==> src/design/dma_mm_consts.svh <==
`ifndef DMA_MM_CONSTS_SVH
`define DMA_MM_CONSTS_SVH

// datapath widths
`define DMA_DATA_W      32
`define DMA_ADDR_W      23

`define DMA_MAT_N       4      // square matrix, N x N

// buffer entries, also the fetcher's starting credits
`define DMA_FIFO_DEPTH  4

// byte strides in SDRAM, row major layout
`define DMA_ROW_STRIDE  16
`define DMA_COL_STRIDE  4

// register map, low address byte
`define DMA_REG_CTRL    8'h00
`define DMA_REG_BASE_A  8'h04
`define DMA_REG_BASE_B  8'h08
`define DMA_REG_RES0    8'h0C  // first of N*N result words

`endif

==> src/design/dma_mm_pkg.sv <==
`include "dma_mm_consts.svh"

package dma_mm_pkg;

    // wishbone request from the host side
    typedef struct packed {
        logic                   cyc;
        logic                   stb;
        logic                   we;
        logic [7:0]             addr;   // only the low byte is decoded
        logic [`DMA_DATA_W-1:0] dat;
    } wb_req_t;

    typedef struct packed {
        logic                   valid;
        logic [`DMA_ADDR_W-1:0] addr;
    } sdram_req_t;

    typedef struct packed {
        logic                   busy;
        logic                   out_valid;
        logic [`DMA_DATA_W-1:0] data;
    } sdram_rsp_t;

    // word on its way from the fetcher to the engine
    typedef struct packed {
        logic                   is_b;   // set for B elements
        logic [`DMA_DATA_W-1:0] data;
    } fetch_word_t;

    typedef struct packed {
        logic [$clog2(`DMA_MAT_N*`DMA_MAT_N)-1:0] idx;
    } res_rd_t;

endpackage

==> src/design/credit_fifo.sv <==
`timescale 1ns/10ps
`include "dma_mm_consts.svh"

module credit_fifo import dma_mm_pkg::*; (
    input  logic        wb_clk_i,
    input  logic        wb_rst_i,
    input  logic        push_i,
    input  fetch_word_t push_word_i,
    output logic        credit_o,
    output logic        valid_o,
    output fetch_word_t pop_word_o,
    input  logic        pop_i
);

    localparam int DEPTH = `DMA_FIFO_DEPTH;
    localparam int PW    = $clog2(DEPTH);
    localparam int CW    = PW + 1;

    fetch_word_t   mem [DEPTH];
    logic [PW-1:0] wr_ptr;
    logic [PW-1:0] rd_ptr;
    logic [CW-1:0] count;
    logic          do_pop;

    // push never meets a full buffer, the credits see to that
    assign valid_o    = (count != '0);
    assign do_pop     = pop_i && valid_o;
    assign pop_word_o = mem[rd_ptr];

    always_ff @(posedge wb_clk_i) begin
        if (push_i) begin
            mem[wr_ptr] <= push_word_i;
        end
    end

    always_ff @(posedge wb_clk_i) begin
        if (wb_rst_i) begin
            wr_ptr   <= '0;
            rd_ptr   <= '0;
            count    <= '0;
            credit_o <= 1'b0;
        end else begin
            credit_o <= do_pop;  // one credit back per pop
            if (push_i) begin
                wr_ptr <= (wr_ptr == PW'(DEPTH - 1)) ? '0 : wr_ptr + 1'b1;
            end
            if (do_pop) begin
                rd_ptr <= (rd_ptr == PW'(DEPTH - 1)) ? '0 : rd_ptr + 1'b1;
            end
            count <= count + CW'(push_i) - CW'(do_pop);
        end
    end

endmodule

==> config.mk <==
export PLATFORM = sky130hd
export DESIGN_NAME = credit_fifo
export DESIGN_NICKNAME = d
export VERILOG_FILES = /design/src/design/dma_mm_pkg.sv /design/src/design/credit_fifo.sv
export VERILOG_INCLUDE_DIRS = /design/src /design/src/design
export SDC_FILE = /design/constraint.sdc
export NUM_CORES = 1
export LEC_CHECK = 0
export ABC_AREA = 1
export BUFFER_PORTS_ARGS = -buffer_cell sky130_fd_sc_hd__buf_2
export CAP_MARGIN = 20
export CELL_PAD_IN_SITES_DETAIL_PLACEMENT = 1
export CELL_PAD_IN_SITES_GLOBAL_PLACEMENT = 1
export CORE_UTILIZATION = 40
export CTS_BUF_LIST = sky130_fd_sc_hd__clkbuf_16
export DETAILED_ROUTE_END_ITERATION = 7
export GPL_TIMING_DRIVEN = 0
export PLACE_DENSITY = 0.7
export SLEW_MARGIN = 25
export SYNTH_ARGS = -nofsm -noshare
export SYNTH_HDL_FRONTEND = slang
export SYNTH_SLANG_ARGS = --single-unit
export TNS_END_PERCENT = 100
==> constraint.sdc <==
create_clock -name wb_clk_i -period 2 [get_ports wb_clk_i]
set_input_delay 0.1 -clock wb_clk_i [delete_from_list [all_inputs] [get_ports wb_clk_i]]
set_output_delay 0.1 -clock wb_clk_i [all_outputs]
set_load 0.03 [all_outputs]
==> out/results.tsv <==
stage	metric	value	unit
synth	synth warn	0	
critical_path	critical path required time	1.90	ns
placement	I/O Buffers	71	
power	Flop pwr share	37.1	%
drt	Detailed Route Iter0 Violations	179	
power	pwr dens	1353	nW/um2
synth	Post-Synth Simple-Gate Area	6.328	%
synth	Synth Area in Adders	1.986	%
final_layout	multi-input logic area	1028	um2
min_path	worst hold path type	in2reg	
power	total leakage power	2.624	nW
final_layout	share of post-route cells with drive strength above 1	25.29	%
drt	Vias	3494	
floorplan	DIE WIDTH	118.4	um
drt	Vias/cell	4.977	
sta	Slew headroom	68.85	%
final_layout	Fill cells	1355	
cts	CTS clk-pin slew, worst paths	0.06	ns
drt	drt wl/cell	17.83	um
synth	Syn Std Cell Area	5418	um2
power	Logic pwr share	30.5	%
cts	Root Driver	clkbuf_16	
critical_path	WP data arrival	1.78	ns
power	Clock Power Share	32.4	%
critical_path	CP max FO	10	
cts	CTS Buf Count	17	
synth	Cell variety after synth	20	
critical_path	critical path class	reg2out	
floorplan	Die Y	118.4	um
synth	Synth Area in Compound Gates	10.28	%
critical_path	CP Launch Type	flop	
drt	Routed Antenna Nets	0	
global_route	initial antenna violation count	0	
synth	Area contributors post-synth	edfxtp_1, nor2_1, o21ai_0	
drt	Routed WL	12.52	mm
synth	post-synthesis sequential area ratio	76.86	%
synth	area leader, netlist	edfxtp_1	
sta	Final Skew	0.003837	ns
final_layout	synthesis-to-layout area growth	29.98	%
sta	Setup violations, final	0	
floorplan	Cell Rows	42	
floorplan	Ports	72	
sta	worst hold margin	0.03843	ns
synth	area share of the largest cell type after synthesis	73.16	%
cts	Clock Tree Buf Depth	2	
synth	Synth Area in XOR/XNOR	0.1617	%
floorplan	Core ar.	13240	um2
synth	Avg Cell Area, Syn	14.15	um2
cts	Skew-Pair Late Insertion Delay	0.42	ns
drt	DRC errors left	0	
synth	post-synthesis cell count	383	
cts	Clock Sinks	142	
placement	Area after DPL	6091	um2
final_layout	post-route cell area	7042	um2
floorplan	Initial Util	40.91	%
min_path	Hold Crit Start	push_i	
global_route	all-layer global routing usage	19.58	%
final_layout	register area	4165	um2
power	maximum VDD drop	0.0008717	V
sta	clock period minus final worst setup slack	1.880	ns
floorplan	die area	14010	um2
final_layout	Layout Utilization	53.17	%
cts	CTS tree	yes	
global_route	first-pass GRT wire length	20.05	mm
final_layout	fin nets	558	
power	internal power	6.299	mW
placement	Inst Count DP	634	
sta	worst slew pin tran	0.4665	ns
drt	DRT Pass-1 Iters	6	
global_route	Congestion Overflow GR	0	
global_route	vias in the first global route	3900	
placement	Post-DP HPWL	7.766	mm
final_layout	Post-Layout Cell Count	702	
sta	Hold Fails Final Rpt	0	
sta	fin. max-slew vios	0	
cts	CTS H-Tree Depth	4	
final_layout	number of diodes	0	
synth	mux contribution to synthesized area	0	%
sta	Final Cycle Share	93.99	%
synth	largest family of logic cells by synthesized area	compound AO/OA/AOI/OAI gates	
sta	highest clock rate	0.5320	GHz
sta	RSZ-0062 raised after global routing	no	
synth	Mapped Nets	428	
status	status	complete, no violations	
run	Max Cap Viol	0	
synth	Yosys reg bits	142	
critical_path	crit end category	output pin	
critical_path	worst r2r src	count[1]	
power	Net Switching	3.225	mW
power	switch share	33.86	%
placement	Final GP Congestion	0.7149	
global_route	pin count of the biggest net entering global routing	24	
## cell usage after synthesis, drive strengths merged
cell type / n
nand2: 11
xnor2: 1
a21oi: 4
clkbuf: 3
ha: 7
dfxtp: 10
inv: 18
nand3: 3
edfxtp: 132
fa: 1
o22ai: 33
nor2: 75
buf: 18
nor3: 1
o21ai: 66
## flip-flops by register name, summed over array words and instances, names as in the netlist, named ones only
signal and cells:
credit_o 1, rd_ptr 2, count 3, mem 132
wr_ptr 2
## per-stage QoR
step                      setup WS (ns)  setup TNS [ns]  total power, mW
final                            0.1203               0            9.524
after global routing           0.001874               0            9.980
after CTS                      0.009603               0            9.594
after detailed placement        0.02034               0            6.446
after global placement          -0.2359          -24.41            6.337
after floorplan                 0.09908               0            5.501
## cells by family (layout without fill, tap and decap cells)
| kind of cell | Yosys count | after routing |
|---|---|---|
| compound gates | 103 | 103 |
| fa+ha+maj | 8 | 8 |
| xor+xnor | 1 | 1 |
| flops | 142 | 142 |
| simple gates | 90 | 90 |
| buf+inv | 39 | 182 |
## final cells by class
class | count | area share [%]
Sequential cell | 142 | 59.15
Multi-Input combinational cell | 202 | 14.61
Tap cell | 176 | 3.127
Inverter | 18 | 0.9595
Timing Repair Buffer | 111 | 11.48
Buffer | 21 | 2.434
Clock buffer | 17 | 6.041
Clock inverter | 15 | 2.203
## critical path: stages (launching register included)
cell and delay [ns]:
dfxtp_1 0.47, buf_2 0.31, o21ai_1 0.12, o22ai_1 0.22, buf_2 0.24
## power by group through the flow
stage          registers (mW)  clock network (mW)  logic [mW]
5_1_grt                  3.55                3.24        3.18
4_1_cts                  3.53                3.13        2.93
2_1_floorplan            3.57                   0        1.93
3_3_place_gp             3.58                   0        2.75
3_5_place_dp             3.59                   0        2.86
6_report                 3.53                3.08        2.91
## repair_timing
| item | CTS | global route |
|---|---|---|
| hold buffers | 35 | 0 |
| buffers inserted | 0 | 1 |
| setup endpoints to repair | 2 | 2 |
| hold endpoints to repair | 137 | 0 |
| pin swaps | 0 | 2 |
| gates resized for setup | 1 | 4 |
## final timing paths
check | endpoint | slack, ns | cells past startpoint
worst max-delay path | pop_word_o[22] | 0.12 | 4
worst min-delay path | count[0] | 0.04 | 4
worst max register to register | count[1] | 0.14 | 10
worst min register to register | rd_ptr[1] | 0.53 | 2
## cell usage in the layout, fill, tap and decap left out, types with 4 or more instances in the layout
master / netlist / routed
clkbuf_16: 0 / 17
o21ai_1: 18 / 18
o21ai_0: 48 / 48
nor2_1: 75 / 74
nand2_1: 11 / 10
inv_1: 16 / 15
buf_2: 8 / 79
ha_1: 7 / 7
inv_2: 2 / 6
o22ai_1: 33 / 33
buf_6: 9 / 9
dfxtp_1: 10 / 9
edfxtp_1: 132 / 132
a21oi_1: 4 / 4
dlygate4sd3_1: 0 / 35
## layer usage
metal | up-vias | share of wire (%) | GRT usage (%) | wire length (um)
met3 | 19 | 3.4 | 4.633 | 429
met1 | 1735 | 42 | 22.29 | 5216
met5 | - | 0 | 0 | 0
met4 | 0 | 1.9 | 8.228 | 237
li1 | 1673 | - | - | -
met2 | 67 | 53 | 35.15 | 6637
(Power assumes the default switching activity.)
