===== config.mk =====
export PLATFORM = sky130hd
export DESIGN_NAME = wb_regs
export DESIGN_NICKNAME = d
export VERILOG_FILES = /design/src/design/dma_mm_pkg.sv /design/src/design/wb_regs.sv
export VERILOG_INCLUDE_DIRS = /design/src /design/src/design
export SDC_FILE = /design/constraint.sdc
export NUM_CORES = 1
export LEC_CHECK = 0
export BUFFER_PORTS_ARGS = -buffer_cell sky130_fd_sc_hd__buf_4
export CAP_MARGIN = 10
export CELL_PAD_IN_SITES_DETAIL_PLACEMENT = 1
export CELL_PAD_IN_SITES_GLOBAL_PLACEMENT = 1
export CORE_MARGIN = 3
export CORE_UTILIZATION = 34
export DETAILED_ROUTE_END_ITERATION = 8
export GPL_TIMING_DRIVEN = 0
export PLACE_DENSITY = 0.78
export SLEW_MARGIN = 20
export SYNTH_ARGS = -nofsm -noshare
export SYNTH_HDL_FRONTEND = slang
export SYNTH_SLANG_ARGS = --single-unit

===== constraint.sdc =====
create_clock -name wb_clk_i -period 2.8 [get_ports wb_clk_i]
set_input_delay 0.14 -clock wb_clk_i [delete_from_list [all_inputs] [get_ports wb_clk_i]]
set_output_delay 0.14 -clock wb_clk_i [all_outputs]
set_load 0.01 [all_outputs]

===== src/design/dma_mm_consts.svh =====
`ifndef DMA_MM_CONSTS_SVH
`define DMA_MM_CONSTS_SVH

// datapath widths
`define DMA_DATA_W      32
`define DMA_ADDR_W      23

`define DMA_MAT_N       4      // square matrix, N x N

// buffer entries, also the fetcher's starting credits
`define DMA_FIFO_DEPTH  4

// byte strides in SDRAM, row major layout
`define DMA_ROW_STRIDE  16
`define DMA_COL_STRIDE  4

// register map, low address byte
`define DMA_REG_CTRL    8'h00
`define DMA_REG_BASE_A  8'h04
`define DMA_REG_BASE_B  8'h08
`define DMA_REG_RES0    8'h0C  // first of N*N result words

`endif


===== src/design/dma_mm_pkg.sv =====
`include "dma_mm_consts.svh"

package dma_mm_pkg;

    // wishbone request from the host side
    typedef struct packed {
        logic                   cyc;
        logic                   stb;
        logic                   we;
        logic [7:0]             addr;   // only the low byte is decoded
        logic [`DMA_DATA_W-1:0] dat;
    } wb_req_t;

    typedef struct packed {
        logic                   valid;
        logic [`DMA_ADDR_W-1:0] addr;
    } sdram_req_t;

    typedef struct packed {
        logic                   busy;
        logic                   out_valid;
        logic [`DMA_DATA_W-1:0] data;
    } sdram_rsp_t;

    // word on its way from the fetcher to the engine
    typedef struct packed {
        logic                   is_b;   // set for B elements
        logic [`DMA_DATA_W-1:0] data;
    } fetch_word_t;

    typedef struct packed {
        logic [$clog2(`DMA_MAT_N*`DMA_MAT_N)-1:0] idx;
    } res_rd_t;

endpackage


===== src/design/wb_regs.sv =====
`timescale 1ns/10ps
`include "dma_mm_consts.svh"

module wb_regs import dma_mm_pkg::*; (
    input  logic                   wb_clk_i,
    input  logic                   wb_rst_i,
    input  wb_req_t                wb_req_i,
    output logic                   wbs_ack_o,
    output logic [`DMA_DATA_W-1:0] wbs_dat_o,
    output logic                   start_o,
    output logic [`DMA_ADDR_W-1:0] base_a_o,
    output logic [`DMA_ADDR_W-1:0] base_b_o,
    input  logic                   mm_done_i,
    output res_rd_t                res_rd_o,
    input  logic [`DMA_DATA_W-1:0] res_dat_i
);

    localparam int DW = `DMA_DATA_W;
    localparam int AW = `DMA_ADDR_W;

    typedef enum logic [1:0] {
        ST_IDLE,
        ST_RUN,
        ST_DONE
    } state_t;

    state_t        state;
    logic          access;
    logic          wr;
    logic [7:0]    res_off;
    logic          res_hit;
    logic [DW-1:0] rd_data;

    assign access = wb_req_i.cyc && wb_req_i.stb && !wbs_ack_o;  // one ack per request
    assign wr     = access && wb_req_i.we;

    assign res_off      = wb_req_i.addr - `DMA_REG_RES0;
    assign res_hit      = (wb_req_i.addr >= `DMA_REG_RES0) && (res_off[7:6] == 2'b00) &&
                          (res_off[1:0] == 2'b00);
    assign res_rd_o.idx = res_off[5:2];

    always_comb begin
        case (wb_req_i.addr)
            `DMA_REG_CTRL: begin
                case (state)
                    ST_IDLE: rd_data = 32'd4;  // {idle, done, start}
                    ST_DONE: rd_data = 32'd2;
                    default: rd_data = '0;
                endcase
            end
            `DMA_REG_BASE_A: rd_data = {{(DW-AW){1'b0}}, base_a_o};
            `DMA_REG_BASE_B: rd_data = {{(DW-AW){1'b0}}, base_b_o};
            default:         rd_data = (res_hit && state == ST_DONE) ? res_dat_i : '0;
        endcase
    end

    always_ff @(posedge wb_clk_i) begin
        if (wb_rst_i) begin
            wbs_ack_o <= 1'b0;
            start_o   <= 1'b0;
            state     <= ST_IDLE;
            base_a_o  <= '0;
            base_b_o  <= '0;
        end else begin
            wbs_ack_o <= access;
            start_o   <= 1'b0;
            if (wr) begin
                case (wb_req_i.addr)
                    `DMA_REG_CTRL: begin
                        if (state == ST_IDLE && wb_req_i.dat[0]) begin
                            start_o <= 1'b1;
                            state   <= ST_RUN;
                        end
                    end
                    `DMA_REG_BASE_A: base_a_o <= wb_req_i.dat[AW-1:0];
                    `DMA_REG_BASE_B: base_b_o <= wb_req_i.dat[AW-1:0];
                    default: ;  // results are read only
                endcase
            end
            if (state == ST_RUN && mm_done_i) begin
                state <= ST_DONE;  // held until reset
            end
        end
    end

    // read data lines up with ack
    always_ff @(posedge wb_clk_i) begin
        if (access) begin
            wbs_dat_o <= wb_req_i.we ? '0 : rd_data;
        end
    end

endmodule


==> impl_metrics.ini, run 1 <==
[run_status]
status = complete, no violations

[worst_setup_path]
startpoint = state[0]
cpPeakStageDelay_ns = 0.57
crit_arrival_ns = 2.43
crit_fanout = 10
path_class = reg2reg
endpoint = wbs_dat_o[13]
start_kind = flop
r2r-start = state[0]
reg2reg_slack_ns = 0.57
required_ns = 3.00
slowest_stage = or4b_1
worst_setup_path_end_kind = flop
reg2regPathDepth = 5
reg2reg_to = wbs_dat_o[13]
path_cells = or4b_1, nor4_2, nor3b_2, buf_6, o2bb2ai_1

[cts]
post_cts_buffers = 0
clock_sinks = 82
numCtsBuffers = 9
cts_buffer_depth = 2
cts_tree = built
clk_latency_ns = 0.36
h-tree-depth = 3
path_clk_slew_ns = 0.09
cts_resized = 0
cts_root_buf = clkbuf_8
postCtsHoldBufs = 0

[logic_synthesis]
ys_ff_latch = 82
yosysWarnings = 0
synth.net_count = 428
avgSynthCellArea_sq_um = 9.87
yosysSeqAreaShare_pct = 57.4
synth_area_sq_um = 3420
yosys.area.top_type_share_pct = 29.3
synth_common_cells = 94 x nand2_1, 50 x dfxtp_1, 49 x a21oi_1
yosys-top-cells-area = dfxtp_1 29%, edfxtp_1 28%, nand2_1 10%
synth_edf_count = 32
synth_cells = 346
synth_flop_cell = dfxtp_1
ys_types = 37
yosysTopAreaCell = dfxtp_1
synthMostInstantiatedCell = nand2_1
synthArstFlopShare_pct = 0

[drt]
post-route-drc-count = 0
vias = 3300
dr.pass1.iters = 4
final_antenna_net_count = 0
post_drt_wl_per_cell_microns = 18.7
drt_iter0_markers = 108
viasPerCell = 5.13
drt-total-wl_microns = 12000

[timing]
clock_skew_ns = 0.0122
fin_crit_ns = 2.23
whs_ns = 0.0307
slew_headroom_pct = 53.5
post-route-period-util_pct = 79.6
maxSlewViolCount = 0
rsz0062_at_grt = no
finalSetupViolCount = 0
fmax_mhz = 449
hold_viol = 0
worst_pin_slew_ns = 0.697

[floorplan]
start_util_pct = 35.9
ios = 162
fp.coreArea_sq_um = 9500
rows = 35
die_h_microns = 106
die_w_microns = 106
die_area_sq_um = 11300

[placement]
hpwl_microns = 9090
routabilityCongestion = 0.783
numPortBuffers = 151

[global_route]
grt_pass1_wl_microns = 19200
antenna_found_initial = 0
grt.total_usage_pct = 21.8
first_global_vias = 3592
grt_max_degree = 19
grt_overflow = 0

[finish]
diodes = 0
area.growth.synth_to_final_pct = 45.5
fin_nets = 591
drive_gt1_share_pct = 36.8

[pwr]
leakagePower_nw = 1.95
ir_drop_uv = 240
finalPower_mw = 2.43
power_density_nw_per_um2 = 489

[hold_path]
min_from = wb_req_i[18]
worst_hold_path_type = in2reg

[run]
cap_violations = 0
[kinds of logic (layout without fill, tap and decap cells)]
kind of cell | after synthesis | in the layout | synth area share (%)
DFF | 82 | 82 | 57.4
and+or+nand+nor | 129 | 129 | 17.4
AOI/OAI and AO/OA | 99 | 99 | 19.0
buffers and inverters | 30 | 198 | 4.10
adders and majority gates | 4 | 4 | 1.47
xor gates and xnor gates | 2 | 2 | 0.513
[area by class of cell]
class / count / area, sq um
Multi-Input combinational cell: 234 / 1320
Inverter: 3 / 11.3
Clock buffer: 9 / 124
Buffer: 27 / 129
Clock inverter: 7 / 101
Sequential cell: 82 / 1960
Fill cell: 1132 / 4530
Timing Repair Buffer: 152 / 1160
Tap cell: 129 / 161
[per-layer routing]
| metal | track usage (%) | vias up | part of all wire (%) |
|---|---|---|---|
| li1 | - | 1568 | - |
| met1 | 25.8 | 1628 | 41 |
| met2 | 39.6 | 90 | 53 |
| met3 | 4.61 | 14 | 5.0 |
| met4 | 6.29 | 0 | 1.6 |
| met5 | 0 | - | 0 |
[where the power goes]
part	switching [mW]	internal, mW
combinational	0.101	0.101
clock	0.462	0.510
sequential	0.00512	1.25
[through the flow]
stage	util (%)	setup WS, ns	TNS [ns]	cell area, sq um	std cells
floorplan	-	0.539	0	3420	346
global placement	49.6	-0.361	-1.91	4710	626
global route	52.3	0.459	0	4970	643
CTS	52.3	0.550	0	4970	643
detailed placement	49.9	0.553	0	4750	627
finish	52.3	0.571	0	4970	643
[worst max-delay path, delay by kind of cell, from the launching register on]
family                 cells  cell delay, ns
buffers and inverters      1            0.22
and+or+nand+nor            3            1.36
AOI/OAI and AO/OA          1            0.14
DFF                        1            0.35
[how the worst min path moves through the flow]
stage                               to  cells past startpoint  slack [ns]
after floorplan            base_a_o[0]                      2        0.28
after global placement        state[1]                      3        0.38
after detailed placement      state[1]                      3        0.41
after CTS                 base_a_o[18]                      3        0.02
after global routing      base_a_o[19]                      3        0.03
final                     base_a_o[18]                      3        0.03
[flip-flops by register name (all words and copies together), names as in the netlist]
| name | count |
|---|---|
| start_o | 1 |
| base_b_o | 23 |
| base_a_o | 23 |
| wbs_ack_o | 1 |
| state | 2 |
| wbs_dat_o | 32 |
[layout by cell type, fill, tap and decap left out, types with 6 or more instances in the layout]
cell type / n
a21oi_1: 49
clkbuf_8: 9
buf_4: 151
clkbuf_1: 19
nor3_1: 6
and2_2: 6
a22oi_1: 21
dfxtp_1: 50
edfxtp_1: 32
o2bb2ai_1: 21
nand2_1: 94
Power figures use the tool's default switching activity.
==> run 2: changes to the inputs <==
Settings changed: ABC_AREA set to 1, CORE_UTILIZATION 34 to 30, PLACE_DENSITY 0.78 to 0.74.
Clock period 2.8 ns to 2 ns, I/O delays scaled along.
==> run 2 against run 1 <==
Net effect:
- final area is 7.1% higher
- sequential power is 41% higher
- register-to-register slack worse by 0.36 ns
- fmax is 25% higher
- global-route usage is 2.9 points lower
- largest power group unchanged
- hold slack worse by 0.0049 ns
- clock power is 75% higher
- combinational power is 49% higher
- largest cell class unchanged
==> impl_metrics.ini, run 2 <==
[pwr]
p_int_mw = 2.94
ir_drop_uv = 344
switchingPower_uw = 828
power_density_nw_per_um2 = 707
clkPwrFrac_pct = 45.2
seq_power_share_pct = 46.8
leakagePower_nw = 2.46
combPwrFrac_pct = 8.0
switching_share_pct = 22.0

[cts]
cts_tree = built
cts_buffer_depth = 2
path_clk_slew_ns = 0.06
cts_root_buf = clkbuf_16
h-tree-depth = 3
clk_latency_ns = 0.34
numCtsBuffers = 9
post_cts_buffers = 0
clock_sinks = 82

[drt]
viasPerCell = 4.61
drt-total-wl_microns = 12800
vias = 3607
post-route-drc-count = 0
final_antenna_net_count = 0
dr.pass1.iters = 4
post_drt_wl_per_cell_microns = 16.3
drt_iter0_markers = 146

[worst_setup_path]
r2r-start = state[1]
path_class = reg2reg
reg2reg_to = wbs_dat_o[21]
crit_arrival_ns = 1.91
required_ns = 2.13
path_cells = nand2_1, nor2_1, nand2_1, nor2_1, nand3_1, clkbuf_2, o21ai_0
reg2regPathDepth = 7
cpPeakStageDelay_ns = 0.38
crit_fanout = 10
start_kind = flop
reg2reg_slack_ns = 0.21
slowest_stage = dfxtp_1
worst_setup_path_end_kind = flop

[finish]
layout.cells.non_filler = 783
reg.largest.list = wbs_dat_o x32, base_a_o x23, base_b_o x23
regMostFlops = wbs_dat_o
layout_commonest_cell = buf_4
largest_reg_flops = 32
final_cell_mix = 155 x buf_4, 123 x nand2_1, 105 x nor2_1, 50 x dfxtp_1, 49 x o21ai_0
diodes = 0
area.growth.synth_to_final_pct = 44.5
drive_gt1_share_pct = 29.1
fin_nets = 717
final_util_pct = 45.5
postLayoutCellArea_sq_um = 5330

[timing]
fin_crit_ns = 1.79
clock_skew_ns = 0.00449
fmax_mhz = 560
fin_tns_setup_ns = 0
worst_pin_slew_ns = 0.669
slew_headroom_pct = 55.3
post-route-period-util_pct = 89.3
rsz0062_at_grt = no
finalSetupViolCount = 0
maxSlewViolCount = 0
hold_viol = 0

[global_route]
first_global_vias = 3837
grt.total_usage_pct = 18.9
grt_overflow = 0
grt_max_degree = 33
antenna_found_initial = 0
grt_pass1_wl_microns = 19700

[logic_synthesis]
synth_fa_ha_area_share_pct = 1.36
synth-xor-area-share_pct = 0.475
synth_common_cells = 123 x nand2_1, 105 x nor2_1, 50 x dfxtp_1
synth_edf_count = 32
synth_cells = 471
synth_compound_area_share_pct = 11.4
ys_types = 26
synthSimpleGateAreaFrac_pct = 26.7
yosysSeqAreaShare_pct = 53.2
yosys-top-cells-area = dfxtp_1 27%, edfxtp_1 26%, nand2_1 13%
synth_flop_cell = dfxtp_1
muxShareOfSynthArea_pct = 0
ys_ff_latch = 82
synthArstFlopShare_pct = 0
synth_top_family_by_area = simple AND/OR/NAND/NOR gates
yosysTopAreaCell = dfxtp_1
synth.net_count = 553
yosys.area.top_type_share_pct = 27.2
synth_area_sq_um = 3680
yosysWarnings = 0
avgSynthCellArea_sq_um = 7.82
synthMostInstantiatedCell = nand2_1

[placement]
hpwl_microns = 10100
numPortBuffers = 152
placed_area_sq_um = 5000
routabilityCongestion = 0.830
dpl.cell_count = 766

[floorplan]
die_w_microns = 117
die_area_sq_um = 13600
ios = 162
fp.coreArea_sq_um = 11700
rows = 39
start_util_pct = 31.5
die_h_microns = 117

[hold_path]
worst_hold_path_type = in2reg
min_from = wb_req_i[14]
min_delay_path_depth = 3
hold-path-endpoint = base_b_o[14]

[run_status]
status = complete, no violations

[run]
cap_violations = 0
==> run 2: layer usage <==
| layer | vias up | share of wire [%] | global-route usage, % |
|---|---|---|---|
| li1 | 1838 | - | - |
| met1 | 1646 | 44 | 23.6 |
| met2 | 106 | 48 | 32.0 |
| met3 | 17 | 5.9 | 4.01 |
| met4 | 0 | 2.1 | 7.19 |
| met5 | - | 0 | 0 |
==> run 2: power groups by stage <==
stage	registers [mW]	clock network (mW)	logic, mW
2_1_floorplan	1.81	0	0.0990
3_3_place_gp	1.80	0	0.293
3_5_place_dp	1.80	0	0.301
4_1_cts	1.76	1.74	0.305
5_1_grt	1.76	1.81	0.334
6_report	1.76	1.70	0.301
==> run 2: logic make-up after synthesis <==
group | after synthesis
xor gates and xnor gates | 2
DFF | 82
AOI/OAI and AO/OA | 82
buffers and inverters | 55
adders and majority gates | 4
and+or+nand+nor | 246
==> run 2: critical path, delay by kind of cell, from the launching register on <==
kind,cells,cell delay [ns]
compound gates,1,0.31
buf+inv,1,0.23
flops,1,0.38
simple gates,5,0.66
==> run 2: stage by stage <==
| stage | setup WS, ns | hold WS [ns] | power, mW |
|---|---|---|---|
| 2_1_floorplan | 0.467 | 0.169 | 1.91 |
| 3_3_place_gp | 0.185 | 0.297 | 2.09 |
| 3_5_place_dp | 0.130 | 0.302 | 2.10 |
| 4_1_cts | 0.180 | 0.0163 | 3.81 |
| 5_1_grt | 0.0203 | 0.0304 | 3.91 |
| 6_report | 0.215 | 0.0259 | 3.77 |
==> run 2: worst max path at each step <==
stage	from	to	slack, ns	depth (start not counted)
final	state[1]	wbs_dat_o[21]	0.21	7
after global routing	state[1]	wbs_dat_o[21]	0.02	7
after CTS	state[1]	wbs_dat_o[21]	0.18	7
after detailed placement	wb_req_i[34]	wbs_dat_o[1]	0.13	12
after global placement	wb_req_i[34]	wbs_dat_o[1]	0.18	12
after floorplan	wb_req_i[34]	wbs_dat_o[1]	0.47	11
==> run 2: final cells by class <==
| type | instances | area, sq um |
|---|---|---|
| Buffer | 25 | 141 |
| Clock buffer | 14 | 297 |
| Clock inverter | 2 | 13.8 |
| Fill cell | 1441 | 6390 |
| Inverter | 30 | 113 |
| Multi-Input combinational cell | 334 | 1470 |
| Sequential cell | 82 | 1960 |
| Tap cell | 143 | 179 |
| Timing Repair Buffer | 153 | 1150 |
==> run 2: repair_timing <==
item	CTS	global route
resized for setup	0	0
hold buffers	1	0
hold endpoints to repair	3	0
