--- src/design/dma_mm_consts.svh ---
`ifndef DMA_MM_CONSTS_SVH
`define DMA_MM_CONSTS_SVH

// datapath widths
`define DMA_DATA_W      32
`define DMA_ADDR_W      23

`define DMA_MAT_N       4      // square matrix, N x N

// buffer entries, also the fetcher's starting credits
`define DMA_FIFO_DEPTH  4

// byte strides in SDRAM, row major layout
`define DMA_ROW_STRIDE  16
`define DMA_COL_STRIDE  4

// register map, low address byte
`define DMA_REG_CTRL    8'h00
`define DMA_REG_BASE_A  8'h04
`define DMA_REG_BASE_B  8'h08
`define DMA_REG_RES0    8'h0C  // first of N*N result words

`endif

--- src/design/dma_mm_pkg.sv ---
`include "dma_mm_consts.svh"

package dma_mm_pkg;

    // wishbone request from the host side
    typedef struct packed {
        logic                   cyc;
        logic                   stb;
        logic                   we;
        logic [7:0]             addr;   // only the low byte is decoded
        logic [`DMA_DATA_W-1:0] dat;
    } wb_req_t;

    typedef struct packed {
        logic                   valid;
        logic [`DMA_ADDR_W-1:0] addr;
    } sdram_req_t;

    typedef struct packed {
        logic                   busy;
        logic                   out_valid;
        logic [`DMA_DATA_W-1:0] data;
    } sdram_rsp_t;

    // word on its way from the fetcher to the engine
    typedef struct packed {
        logic                   is_b;   // set for B elements
        logic [`DMA_DATA_W-1:0] data;
    } fetch_word_t;

    typedef struct packed {
        logic [$clog2(`DMA_MAT_N*`DMA_MAT_N)-1:0] idx;
    } res_rd_t;

endpackage

--- src/design/sdram_fetch.sv ---
`timescale 1ns/10ps
`include "dma_mm_consts.svh"

module sdram_fetch import dma_mm_pkg::*; (
    input  logic                   wb_clk_i,
    input  logic                   wb_rst_i,
    input  logic                   start_i,
    input  logic [`DMA_ADDR_W-1:0] base_a_i,
    input  logic [`DMA_ADDR_W-1:0] base_b_i,
    output sdram_req_t             sdram_req_o,
    input  sdram_rsp_t             sdram_rsp_i,
    output logic                   push_o,
    output fetch_word_t            push_word_o,
    input  logic                   credit_i
);

    localparam int N    = `DMA_MAT_N;
    localparam int AW   = `DMA_ADDR_W;
    localparam int IW   = $clog2(N);
    localparam int SEGS = 2 * N;  // A row 0, B columns, remaining A rows
    localparam int SW   = $clog2(SEGS);
    localparam int CW   = $clog2(`DMA_FIFO_DEPTH + 1);

    typedef enum logic [2:0] {
        F_IDLE,
        F_HOLD,
        F_REQ,
        F_WAIT,
        F_DONE
    } fstate_t;

    fstate_t       state;
    logic [SW-1:0] seg;      // coarse counter
    logic [IW-1:0] elem;     // fine counter
    logic [CW-1:0] credits;
    logic          seg_is_b;
    logic [IW-1:0] major;
    logic [AW-1:0] next_addr;
    logic          issue;
    logic          take;
    logic          last;

    assign seg_is_b = (seg != '0) && (seg <= N);

    always_comb begin
        if (seg == '0) begin
            major = '0;
        end else if (seg_is_b) begin
            major = IW'(seg - 1);  // B column
        end else begin
            major = IW'(seg - N);  // A row 1 and up
        end
    end

    always_comb begin
        if (seg_is_b) begin
            next_addr = base_b_i + AW'(major) * AW'(`DMA_COL_STRIDE) +
                        AW'(elem) * AW'(`DMA_ROW_STRIDE);
        end else begin
            next_addr = base_a_i + AW'(major) * AW'(`DMA_ROW_STRIDE) +
                        AW'(elem) * AW'(`DMA_COL_STRIDE);
        end
    end

    assign issue = ((state == F_IDLE && start_i) || state == F_HOLD) && (credits != '0);
    assign take  = (state == F_REQ) && !sdram_rsp_i.busy;
    assign last  = (seg == SW'(SEGS - 1)) && (elem == IW'(N - 1));

    always_ff @(posedge wb_clk_i) begin
        if (wb_rst_i) begin
            state       <= F_IDLE;
            seg         <= '0;
            elem        <= '0;
            credits     <= CW'(`DMA_FIFO_DEPTH);
            sdram_req_o <= '0;
            push_o      <= 1'b0;
        end else begin
            push_o  <= 1'b0;
            credits <= credits + CW'(credit_i) - CW'(issue);
            if (issue) begin
                sdram_req_o.valid <= 1'b1;
                sdram_req_o.addr  <= next_addr;
                state             <= F_REQ;
            end else begin
                case (state)
                    F_IDLE: if (start_i) state <= F_HOLD;  // no credit yet
                    F_REQ: begin
                        if (take) begin
                            sdram_req_o.valid <= 1'b0;
                            state             <= F_WAIT;
                        end
                    end
                    F_WAIT: begin
                        if (sdram_rsp_i.out_valid) begin
                            push_o <= 1'b1;
                            if (last) begin
                                state <= F_DONE;
                            end else begin
                                state <= F_HOLD;
                                if (elem == IW'(N - 1)) begin
                                    elem <= '0;
                                    seg  <= seg + 1'b1;
                                end else begin
                                    elem <= elem + 1'b1;
                                end
                            end
                        end
                    end
                    default: ;  // hold and done wait here
                endcase
            end
        end
    end

    always_ff @(posedge wb_clk_i) begin
        if (state == F_WAIT && sdram_rsp_i.out_valid) begin
            push_word_o.is_b <= seg_is_b;
            push_word_o.data <= sdram_rsp_i.data;
        end
    end

endmodule

--- config.mk ---
export PLATFORM = sky130hd
export DESIGN_NAME = sdram_fetch
export DESIGN_NICKNAME = d
export VERILOG_FILES = /design/src/design/dma_mm_pkg.sv /design/src/design/sdram_fetch.sv
export VERILOG_INCLUDE_DIRS = /design/src /design/src/design
export SDC_FILE = /design/constraint.sdc
export NUM_CORES = 1
export LEC_CHECK = 0
export ABC_AREA = 1
export BUFFER_PORTS_ARGS = -buffer_cell sky130_fd_sc_hd__buf_2
export CORE_MARGIN = 1.5
export CORE_UTILIZATION = 54
export CTS_CLUSTER_SIZE = 14
export DETAILED_ROUTE_END_ITERATION = 7
export PLACE_DENSITY_LB_ADDON = 0.2
export SYNTH_ARGS = -nofsm -noshare
export SYNTH_HDL_FRONTEND = slang
export SYNTH_SLANG_ARGS = --single-unit
--- constraint.sdc ---
create_clock -name wb_clk_i -period 7.9 [get_ports wb_clk_i]
set_clock_uncertainty 0.1 [all_clocks]
set_input_delay 0.79 -clock wb_clk_i [delete_from_list [all_inputs] [get_ports wb_clk_i]]
set_output_delay 0.79 -clock wb_clk_i [all_outputs]
set_load 0.005 [all_outputs]
==> results.sh, run 1 <==
export IMPL_drc_errors=0
export IMPL_dieArea_um2=7770
export IMPL_switchingPower_uw=372
export IMPL_nets=740
export IMPL_cp_top_family="simple AND/OR/NAND/NOR gates"
export IMPL_wl_per_cell_um=14.5
export IMPL_crit_fanout=20
export IMPL_period_share_pct=47.3
export IMPL_worst_pin_slew_ps=1220
export IMPL_sw_frac_of_total_pct=33.9
export IMPL_root_buffer="clkbuf_8"
export IMPL_gr_total_overflow=0
export IMPL_setup_tns_ps=0
export IMPL_drive_gt1_share_pct=28.1
export IMPL_yosysSeqAreaShare_pct=43.7
export IMPL_synth_warnings=0
export IMPL_fin_crit_ps=3730
export IMPL_clk_latency_ps=350
export IMPL_cp_end_kind="flop"
export IMPL_synth_ff_latch_count=69
export IMPL_syn2layout_area_growth_pct=24.9
export IMPL_crit_required_ps=8100
export IMPL_vdd_drop_max_mv=0.104
export IMPL_drt_total_wl_mm=10.8
export IMPL_dp_hpwl_mm=8.25
export IMPL_timing_critical_path_buf_inv=2
export IMPL_r2r_start="seg[0]"
export IMPL_min_from="sdram_req_o[11]"
export IMPL_p_per_area_nw_per_um2=224
export IMPL_cp_slowest_cell="ha_1"
export IMPL_hold_viol=0
export IMPL_gp_congestion=0.933
export IMPL_slew_violations=0
export IMPL_min_path_type="reg -> reg"
export IMPL_grt_start_max_net_pins=35
export IMPL_cpPeakStageDelay_ps=800
export IMPL_yosys_top_cells_area="edfxtp_1 (25%), dfxtp_1 (18%), nand2_1 (9.9%), inv_1 (6.3%), nand3_1 (6.3%)"
export IMPL_cts_tree="built"
export IMPL_arrival_ps=3930
export IMPL_clk_pin_slew_ps=80
export IMPL_syn_num_nets=600
export IMPL_cts_hold_fix_buffers=0
export IMPL_yosysTopAreaCellShare_pct=25.3
export IMPL_start_util_pct=56.6
export IMPL_avgSynthCellArea_um2=7.83
export IMPL_timing_final_ws_setup_ps=4170
export IMPL_intPower_uw=725
export IMPL_drt_iter0_drc=270
export IMPL_grt_pass1_vias=3580
export IMPL_rows=30
export IMPL_setup_viol=0
export IMPL_vias=3987
export IMPL_seq_power_share_pct=44.1
export IMPL_ioPinCount=142
export IMPL_globalRouteTotalUtil_pct=28.9
export IMPL_place_ws_ps=4220
export IMPL_netlist_cell_type_count=41
export IMPL_relSlewSlack_pct=18.6
export IMPL_clock_fmax_mhz=268
export IMPL_pwr_share_clk_pct=27.5
export IMPL_cts_buffers=9
export IMPL_combPwrFrac_pct=28.4
export IMPL_htree_levels=3
export IMPL_rsz0062_at_grt="no"
export IMPL_core_area_um2=6910
export IMPL_chipHeight_um=88.1
export IMPL_dr_pass1_iters=5
export IMPL_postSynthCellCount=500
export IMPL_vias_per_cell=5.38
export IMPL_grt_pass1_wl_mm=17.0
export IMPL_cts_resized=0
export IMPL_die_x_um=88.1
export IMPL_crit_chain="inv_1 -> ha_1 -> ha_1 -> nor2_1 -> nor2_4 -> nand2_4 -> fa_1 -> inv_1 -> nand3_1 -> nand2_1 -> nand3_1 -> nor2_2 -> nand3_1 -> nand2_1 -> nand2_1 -> nor2_1 -> nor2_1 -> a21oi_1"
export IMPL_clockBufferDepth=2
export IMPL_yosysTopAreaCell="edfxtp_1"
export IMPL_start_kind="flop"
export IMPL_detail_route_antenna_nets=0
export IMPL_outcome="finished, final reports clean"
export IMPL_crit_start="seg[0]"
export IMPL_cts_sinks=69
export IMPL_cap_violations=0
export IMPL_netlist_area_um2=3910
export IMPL_post_cts_buffers=0
export IMPL_critPathKind="reg -> reg"
export IMPL_antenna_cells=0
export IMPL_io_buffers=141
export IMPL_p_leak_uw=0.00242
export IMPL_antenna_found_initial=0
[synth_stat cells (all sizes together)]
cell type	n
a21boi	1
fa	3
nor3	15
and2	1
nand3	50
dfxtp	36
xnor2	1
a21o	1
a31oi	8
a21oi	26
inv	72
o21bai	2
edfxtp	33
mux2i	2
buf	7
nor4	3
o21ai	39
a32o	1
nand3b	1
nand2	113
or2	1
nor2	41
xor2	7
nand4	14
ha	13
o22ai	1
o31ai	2
o21a	1
clkbuf	5
[kinds of logic (layout without fill, tap and decap cells)]
| kind of cell | count (synthesis) | in the layout | synth area share [%] |
|---|---|---|---|
| AO/OA/AOI/OAI | 82 | 82 | 11.6 |
| flip-flops | 69 | 69 | 43.7 |
| AND/OR/NAND/NOR | 239 | 239 | 28.2 |
| multiplexers | 2 | 2 | 0.512 |
| adder cells (fa/ha/maj) | 16 | 16 | 5.69 |
| XOR/XNOR | 8 | 8 | 1.79 |
| buffers and inverters | 84 | 229 | 8.38 |
[per-stage QoR]
step | util [%] | std cells | area (µm²) | hold WS [ps] | power, µW
after floorplan | - | 500 | 3910 | 348 | 670
after global placement | 67.8 | 725 | 4680 | 333 | 790
after detailed placement | 67.8 | 725 | 4680 | 336 | 801
after CTS | 70.8 | 741 | 4890 | 355 | 1100
after global routing | 70.8 | 741 | 4890 | 375 | 1170
final | 70.8 | 741 | 4890 | 353 | 1100
[flip-flops by register name (all words and copies together) (netlist names)]
| name | cells |
|---|---|
| state | 3 |
| push_o | 1 |
| push_word_o | 33 |
| seg | 3 |
| elem | 2 |
| credits | 3 |
| sdram_req_o | 24 |
[cell type report]
class / count / area, µm²
clock buffers: 10 / 138
clock inverters: 6 / 68.8
fillers: 613 / 2020
inverters: 72 / 270
multi-input cells: 347 / 1870
flip-flops and latches: 69 / 1710
well taps: 96 / 120
repair buffers: 141 / 706
[layer usage]
metal  wire [µm]  track usage, %
met1        4380            35.2
met5           0               0
met2        5400            51.0
met4         176            9.66
met3         807            6.03
[worst min-delay path, cell delays in order, from the launching register on]
cell and delay, ps:
dfxtp_1 310, nand2_1 60, nand2_1 40
[power groups by stage]
stage	clock, µW	combinational [µW]	sequential [µW]
2_1_floorplan	0	184	485
3_3_place_gp	0	302	488
3_5_place_dp	0	311	490
4_1_cts	306	315	483
5_1_grt	320	357	491
6_report	302	312	483
[cell usage in the layout (no fill, tap or decap), types with 13 or more instances in the layout]
cell	count
edfxtp_1	33
inv_1	66
buf_2	141
nand4_1	14
nand2_1	103
nand3_1	49
o21ai_0	27
nor3_1	14
ha_1	13
nor2_1	38
a21oi_1	26
dfxtp_1	36
[final timing paths]
kind | slack (ps) | endpoint | cells after the start
max | 4170 | sdram_req_o[20] | 18
min | 350 | sdram_req_o[11] | 2
max reg2reg | 4170 | sdram_req_o[20] | 18
min reg2reg | 350 | sdram_req_o[11] | 2
(Power assumes the default switching activity.)
==> run 2: changes to the inputs <==
--- a/config.mk
+++ b/config.mk
@@ -9,7 +9,7 @@
 export ABC_AREA = 1
 export BUFFER_PORTS_ARGS = -buffer_cell sky130_fd_sc_hd__buf_2
 export CORE_MARGIN = 1.5
-export CORE_UTILIZATION = 54
+export CORE_UTILIZATION = 45
 export CTS_CLUSTER_SIZE = 14
 export DETAILED_ROUTE_END_ITERATION = 7
 export PLACE_DENSITY_LB_ADDON = 0.2
==> constraint.sdc (replaced) <==
create_clock -name wb_clk_i -period 3.4 [get_ports wb_clk_i]
set_clock_uncertainty 0.1 [all_clocks]
set_input_delay 0.34 -clock wb_clk_i [delete_from_list [all_inputs] [get_ports wb_clk_i]]
set_output_delay 0.34 -clock wb_clk_i [all_outputs]
set_load 0.005 [all_outputs]
==> results.sh, run 2 (synthesis gave the netlist of run 1 again) <==
export IMPL_outcome="finished, final reports clean"
export IMPL_top_regs="push_word_o (33), sdram_req_o (24)"
export IMPL_ioPinCount=142
export IMPL_r2r_end="sdram_req_o[20]"
export IMPL_grt_start_max_net_pins=35
export IMPL_p_per_area_nw_per_um2=524
export IMPL_vdd_drop_max_mv=0.263
export IMPL_fin_hold_ws_ps=65.9
export IMPL_clock_fmax_mhz=330
export IMPL_dp_hpwl_mm=8.27
export IMPL_gp_congestion=0.955
export IMPL_vias=3838
export IMPL_detail_route_antenna_nets=0
export IMPL_grt_pass1_wl_mm=16.5
export IMPL_critPathKind="reg -> reg"
export IMPL_post_route_cell_area_um2=4940
export IMPL_period_share_pct=89.2
export IMPL_layout_common_cells="buf_2 (141), nand2_1 (102), inv_1 (66)"
export IMPL_crit_required_ps=3580
export IMPL_drive_gt1_share_pct=28.4
export IMPL_root_buffer="clkbuf_8"
export IMPL_cts_tree="built"
export IMPL_slew_violations=0
export IMPL_min_path_type="in -> reg"
export IMPL_vias_per_cell=5.09
export IMPL_nets=744
export IMPL_rows=33
export IMPL_hold_depth=1
export IMPL_arrival_ps=3210
export IMPL_cts_sinks=69
export IMPL_worst_pin_slew_ps=844
export IMPL_grt_pass1_vias=3485
export IMPL_rsz0062_at_grt="no"
export IMPL_rr_worst_depth=19
export IMPL_crit_fanout=7
export IMPL_fin_crit_ps=3030
export IMPL_p_leak_uw=0.00244
export IMPL_cts_buffers=9
export IMPL_setup_tns_ps=0
export IMPL_cap_violations=0
export IMPL_cp_end_kind="flop"
export IMPL_clockBufferDepth=2
export IMPL_io_buffers=141
export IMPL_antenna_cells=0
export IMPL_min_from="sdram_rsp_i[8]"
export IMPL_postPlaceCellArea_um2=4720
export IMPL_htree_levels=3
export IMPL_final_common_cell="buf_2"
export IMPL_cpPeakStageDelay_ps=380
export IMPL_chipHeight_um=96.2
export IMPL_dieArea_um2=9260
export IMPL_post_cts_buffers=0
export IMPL_dr_pass1_iters=4
export IMPL_drt_iter0_drc=176
export IMPL_hold_viol=0
export IMPL_gr_total_overflow=0
export IMPL_start_util_pct=47.1
export IMPL_syn2layout_area_growth_pct=26.3
export IMPL_clk_pin_slew_ps=80
export IMPL_timing_reg2reg_setup_slack_ps=370
export IMPL_relSlewSlack_pct=43.5
export IMPL_crit_chain="inv_1 -> ha_1 -> ha_1 -> nand2_2 -> nand2_2 -> nor2_4 -> nand2_4 -> fa_1 -> inv_1 -> nand3_1 -> nand2_2 -> nand3_1 -> nor2_2 -> nand3_1 -> nand2_1 -> nand2_1 -> nor2_1 -> nor2_1 -> a21oi_1"
export IMPL_cp_slowest_cell="dfxtp_2"
export IMPL_largest_reg_flops=33
export IMPL_clk_latency_ps=340
export IMPL_globalRouteTotalUtil_pct=23.6
export IMPL_start_kind="flop"
export IMPL_wl_per_cell_um=14.0
export IMPL_core_area_um2=8300
export IMPL_die_x_um=96.2
export IMPL_antenna_found_initial=0
export IMPL_drt_total_wl_mm=10.6
export IMPL_regMostFlops="push_word_o"
export IMPL_min_to="push_word_o[8]"
export IMPL_drc_errors=0
export IMPL_r2r_start="seg[0]"
export IMPL_setup_viol=0
-- run 2: cell type report --
type / instances / area [µm²]
fill: 796 / 3360
multi-input combinational: 347 / 1880
sequential: 69 / 1710
timing repair buffer: 145 / 736
inverter: 72 / 270
clock buffer: 11 / 141
tap: 105 / 131
clock inverter: 5 / 75.1
-- run 2: how the worst max path moves through the flow --
stage | start | to | slack, ps | cells past startpoint
after floorplan | seg[0] | sdram_req_o[20] | 490 | 20
after global placement | seg[0] | sdram_req_o[20] | 410 | 19
after detailed placement | seg[0] | sdram_req_o[20] | 260 | 19
after CTS | seg[0] | sdram_req_o[20] | 230 | 19
after global routing | seg[0] | sdram_req_o[20] | 60 | 19
final | seg[0] | sdram_req_o[20] | 370 | 19
-- run 2: worst max-delay path, delay by kind of cell (launching register included) --
kind,cells,cell delay (ps)
DFF,1,380
adders and majority gates,3,910
and+or+nand+nor,13,1250
buffers and inverters,2,200
AOI/OAI and AO/OA,1,130
-- run 2: per-layer routing --
metal  up-vias  GRT usage (%)  part of all wire (%)
met3        20           4.50                   6.1
met1      1712           30.0                    43
met4         0           9.31                   2.8
li1       1968              -                     -
met2       138           39.4                    48
met5         -              0                     0
-- run 2: where the power goes --
group	leakage (µW)	switching (µW)	internal, µW
clock	0.000105	317	429
combinational	0.00174	432	295
sequential	0.000595	84.9	1030
total	0.00244	834	1750
-- run 2: what timing repair did --
action / CTS / global route
hold buffers: 0 / 0
endpoints found under the setup margin: 0 / 1
gates resized for setup: 0 / 2
-- run 2: metrics by stage --
| stage | total power [µW] | cells | utilization (%) | setup WS, ps |
|---|---|---|---|---|
| 6_report | 2590 | 754 | 59.6 | 368 |
| 5_1_grt | 2760 | 754 | 59.6 | 61.2 |
| 4_1_cts | 2610 | 754 | 59.5 | 234 |
| 3_5_place_dp | 1860 | 738 | 56.9 | 262 |
| 3_3_place_gp | 1840 | 738 | 56.9 | 409 |
| 2_1_floorplan | 1560 | 500 | - | 487 |
==> run 3: changes to the inputs <==
--- a/config.mk
+++ b/config.mk
@@ -6,7 +6,6 @@
 export SDC_FILE = /design/constraint.sdc
 export NUM_CORES = 1
 export LEC_CHECK = 0
-export ABC_AREA = 1
 export BUFFER_PORTS_ARGS = -buffer_cell sky130_fd_sc_hd__buf_2
 export CORE_MARGIN = 1.5
 export CORE_UTILIZATION = 45
==> results.sh, run 3 <==
export IMPL_outcome="finished, final reports clean"
export IMPL_hold_viol=0
export IMPL_netlist_area_um2=3790
export IMPL_dieArea_um2=8980
export IMPL_globalRouteTotalUtil_pct=22.4
export IMPL_largest_reg_flops=33
export IMPL_clockBufferDepth=2
export IMPL_cp_end_kind="flop"
export IMPL_fin_crit_ps=3170
export IMPL_avgSynthCellArea_um2=10.2
export IMPL_layout_common_cells="buf_2 (141), dfxtp_1 (36), edfxtp_1 (33)"
export IMPL_grt_start_max_net_pins=39
export IMPL_total_power_uw=2470
export IMPL_placed_cells=609
export IMPL_fillCellCount=742
export IMPL_drt_iter0_drc=160
export IMPL_vdd_drop_max_mv=0.185
export IMPL_gr_total_overflow=0
export IMPL_chipHeight_um=94.8
export IMPL_dr_pass1_iters=4
export IMPL_detail_route_antenna_nets=0
export IMPL_cap_violations=0
export IMPL_final_common_cell="buf_2"
export IMPL_syn_num_nets=473
export IMPL_top_regs="push_word_o (33), sdram_req_o (24)"
export IMPL_synth_top_flop_cell="dfxtp_1"
export IMPL_cts_tree="built"
export IMPL_drc_errors=0
export IMPL_synth_common_cells="dfxtp_1 (36), edfxtp_1 (33), nand2_1 (30)"
export IMPL_rows=33
export IMPL_synth_ff_latch_count=69
export IMPL_wl_per_cell_um=15.8
export IMPL_yosysTopAreaCellShare_pct=26.1
export IMPL_drive_gt1_share_pct=34.6
export IMPL_clock_fmax_mhz=316
export IMPL_cts_hold_fix_buffers=0
export IMPL_yosysTopAreaCell="edfxtp_1"
export IMPL_async_flop_share_pct=0
export IMPL_post_cts_buffers=0
export IMPL_synth_edf_count=33
export IMPL_ioPinCount=142
export IMPL_syn2layout_area_growth_pct=28.2
export IMPL_period_share_pct=93.2
export IMPL_start_kind="flop"
export IMPL_regMostFlops="push_word_o"
export IMPL_setup_viol=0
export IMPL_pwr_share_clk_pct=36.7
export IMPL_crit_fanout=12
export IMPL_combPwrFrac_pct=21.9
export IMPL_intPower_uw=1770
export IMPL_yosys_top_cells_area="edfxtp_1 (26%), dfxtp_1 (19%), ha_1 (4.3%), xnor2_1 (3.9%), xor2_1 (3.5%)"
export IMPL_setup_tns_ps=0
export IMPL_cts_buffers=9
export IMPL_timing_reg2reg_setup_slack_ps=230
export IMPL_final_cells=625
export IMPL_yosysMostFrequentCell="dfxtp_1"
export IMPL_dp_hpwl_mm=7.41
export IMPL_vias=3362
export IMPL_relSlewSlack_pct=51.1
export IMPL_worst_pin_slew_ps=734
export IMPL_die_x_um=94.8
export IMPL_slew_violations=0
export IMPL_grt_pass1_vias=3070
export IMPL_io_buffers=141
export IMPL_synth_warnings=0
export IMPL_cts_resized=0
export IMPL_postPlaceCellArea_um2=4590
export IMPL_core_area_um2=8180
export IMPL_arrival_ps=3370
export IMPL_postSynthCellCount=373
export IMPL_yosysSeqAreaShare_pct=45.1
export IMPL_post_route_cell_area_um2=4860
export IMPL_grt_pass1_wl_mm=15.2
export IMPL_p_leak_uw=0.00207
export IMPL_nets=615
export IMPL_switchingPower_uw=691
export IMPL_htree_levels=3
export IMPL_antenna_found_initial=0
export IMPL_critPathKind="reg -> reg"
export IMPL_cts_sinks=69
export IMPL_antenna_cells=0
export IMPL_clk_latency_ps=350
export IMPL_min_path_type="in -> reg"
export IMPL_rsz0062_at_grt="no"
export IMPL_seq_power_share_pct=41.4
export IMPL_root_buffer="clkbuf_8"
export IMPL_netlist_cell_type_count=61
export IMPL_start_util_pct=46.4
export IMPL_vias_per_cell=5.38
export IMPL_drt_total_wl_mm=9.85
export IMPL_sw_frac_of_total_pct=28.0
export IMPL_gp_congestion=0.884
export IMPL_crit_required_ps=3600
export IMPL_p_per_area_nw_per_um2=507
export IMPL_clk_pin_slew_ps=90
export IMPL_final_core_util_pct=59.5
==> run 3: area by class of cell <==
class | count | area (µm²) | area share [%]
Clock buffer | 9 | 124 | 2.55
Clock inverter | 7 | 145 | 2.99
Inverter | 19 | 71.3 | 1.47
Multi-Input combinational cell | 268 | 1920 | 39.5
Sequential cell | 69 | 1710 | 35.2
Tap cell | 105 | 131 | 2.70
Timing Repair Buffer | 148 | 758 | 15.6
==> run 3: worst max-delay path: stages, from the launching register on <==
cell,delay [ps]
dfxtp_1,370
inv_1,60
ha_1,180
ha_1,300
xnor2_1,190
nor2_2,120
nand2_1,80
fa_1,390
nand2b_1,200
a21o_1,330
or4_1,550
nand3_1,100
o211ai_1,90
nand2_1,70
==> run 3: stage by stage <==
stage / hold WS, ps / setup slack, ps
final: 63.6 / 232
after global routing: 36.7 / 17.6
after CTS: 50.3 / 218
after detailed placement: 342 / 238
after global placement: 341 / 329
after floorplan: 339 / 143
==> run 3: cells by family after synthesis <==
family	after synthesis	share of synthesized area (%)
and+or+nand+nor	129	18.1
adders and majority gates	16	5.87
AOI/OAI and AO/OA	83	16.7
buffers and inverters	36	4.22
DFF	69	45.1
xor gates and xnor gates	33	8.12
muxes	7	1.85
==> run 3: power by group through the flow <==
stage          registers (µW)  clock network, µW  logic [µW]
3_3_place_gp             1030                  0         526
2_1_floorplan            1040                  0         318
4_1_cts                  1020                913         546
5_1_grt                  1030                951         612
6_report                 1020                904         540
3_5_place_dp             1040                  0         539
==> run 3: final timing paths <==
| check | startpoint | to | cells after the start |
|---|---|---|---|
| min reg2reg | sdram_req_o[3] | sdram_req_o[3] | 2 |
| max | seg[1] | sdram_req_o[22] | 13 |
| max reg2reg | seg[1] | sdram_req_o[22] | 13 |
| min | sdram_rsp_i[21] | push_word_o[21] | 1 |
==> run 3: per-layer routing <==
metal	global-route usage [%]	share of wire, %	up-vias
met5	0	0	-
met4	6.84	0.93	0
met3	6.36	9.1	11
met2	35.9	45	144
met1	29.2	45	1547
li1	-	-	1660
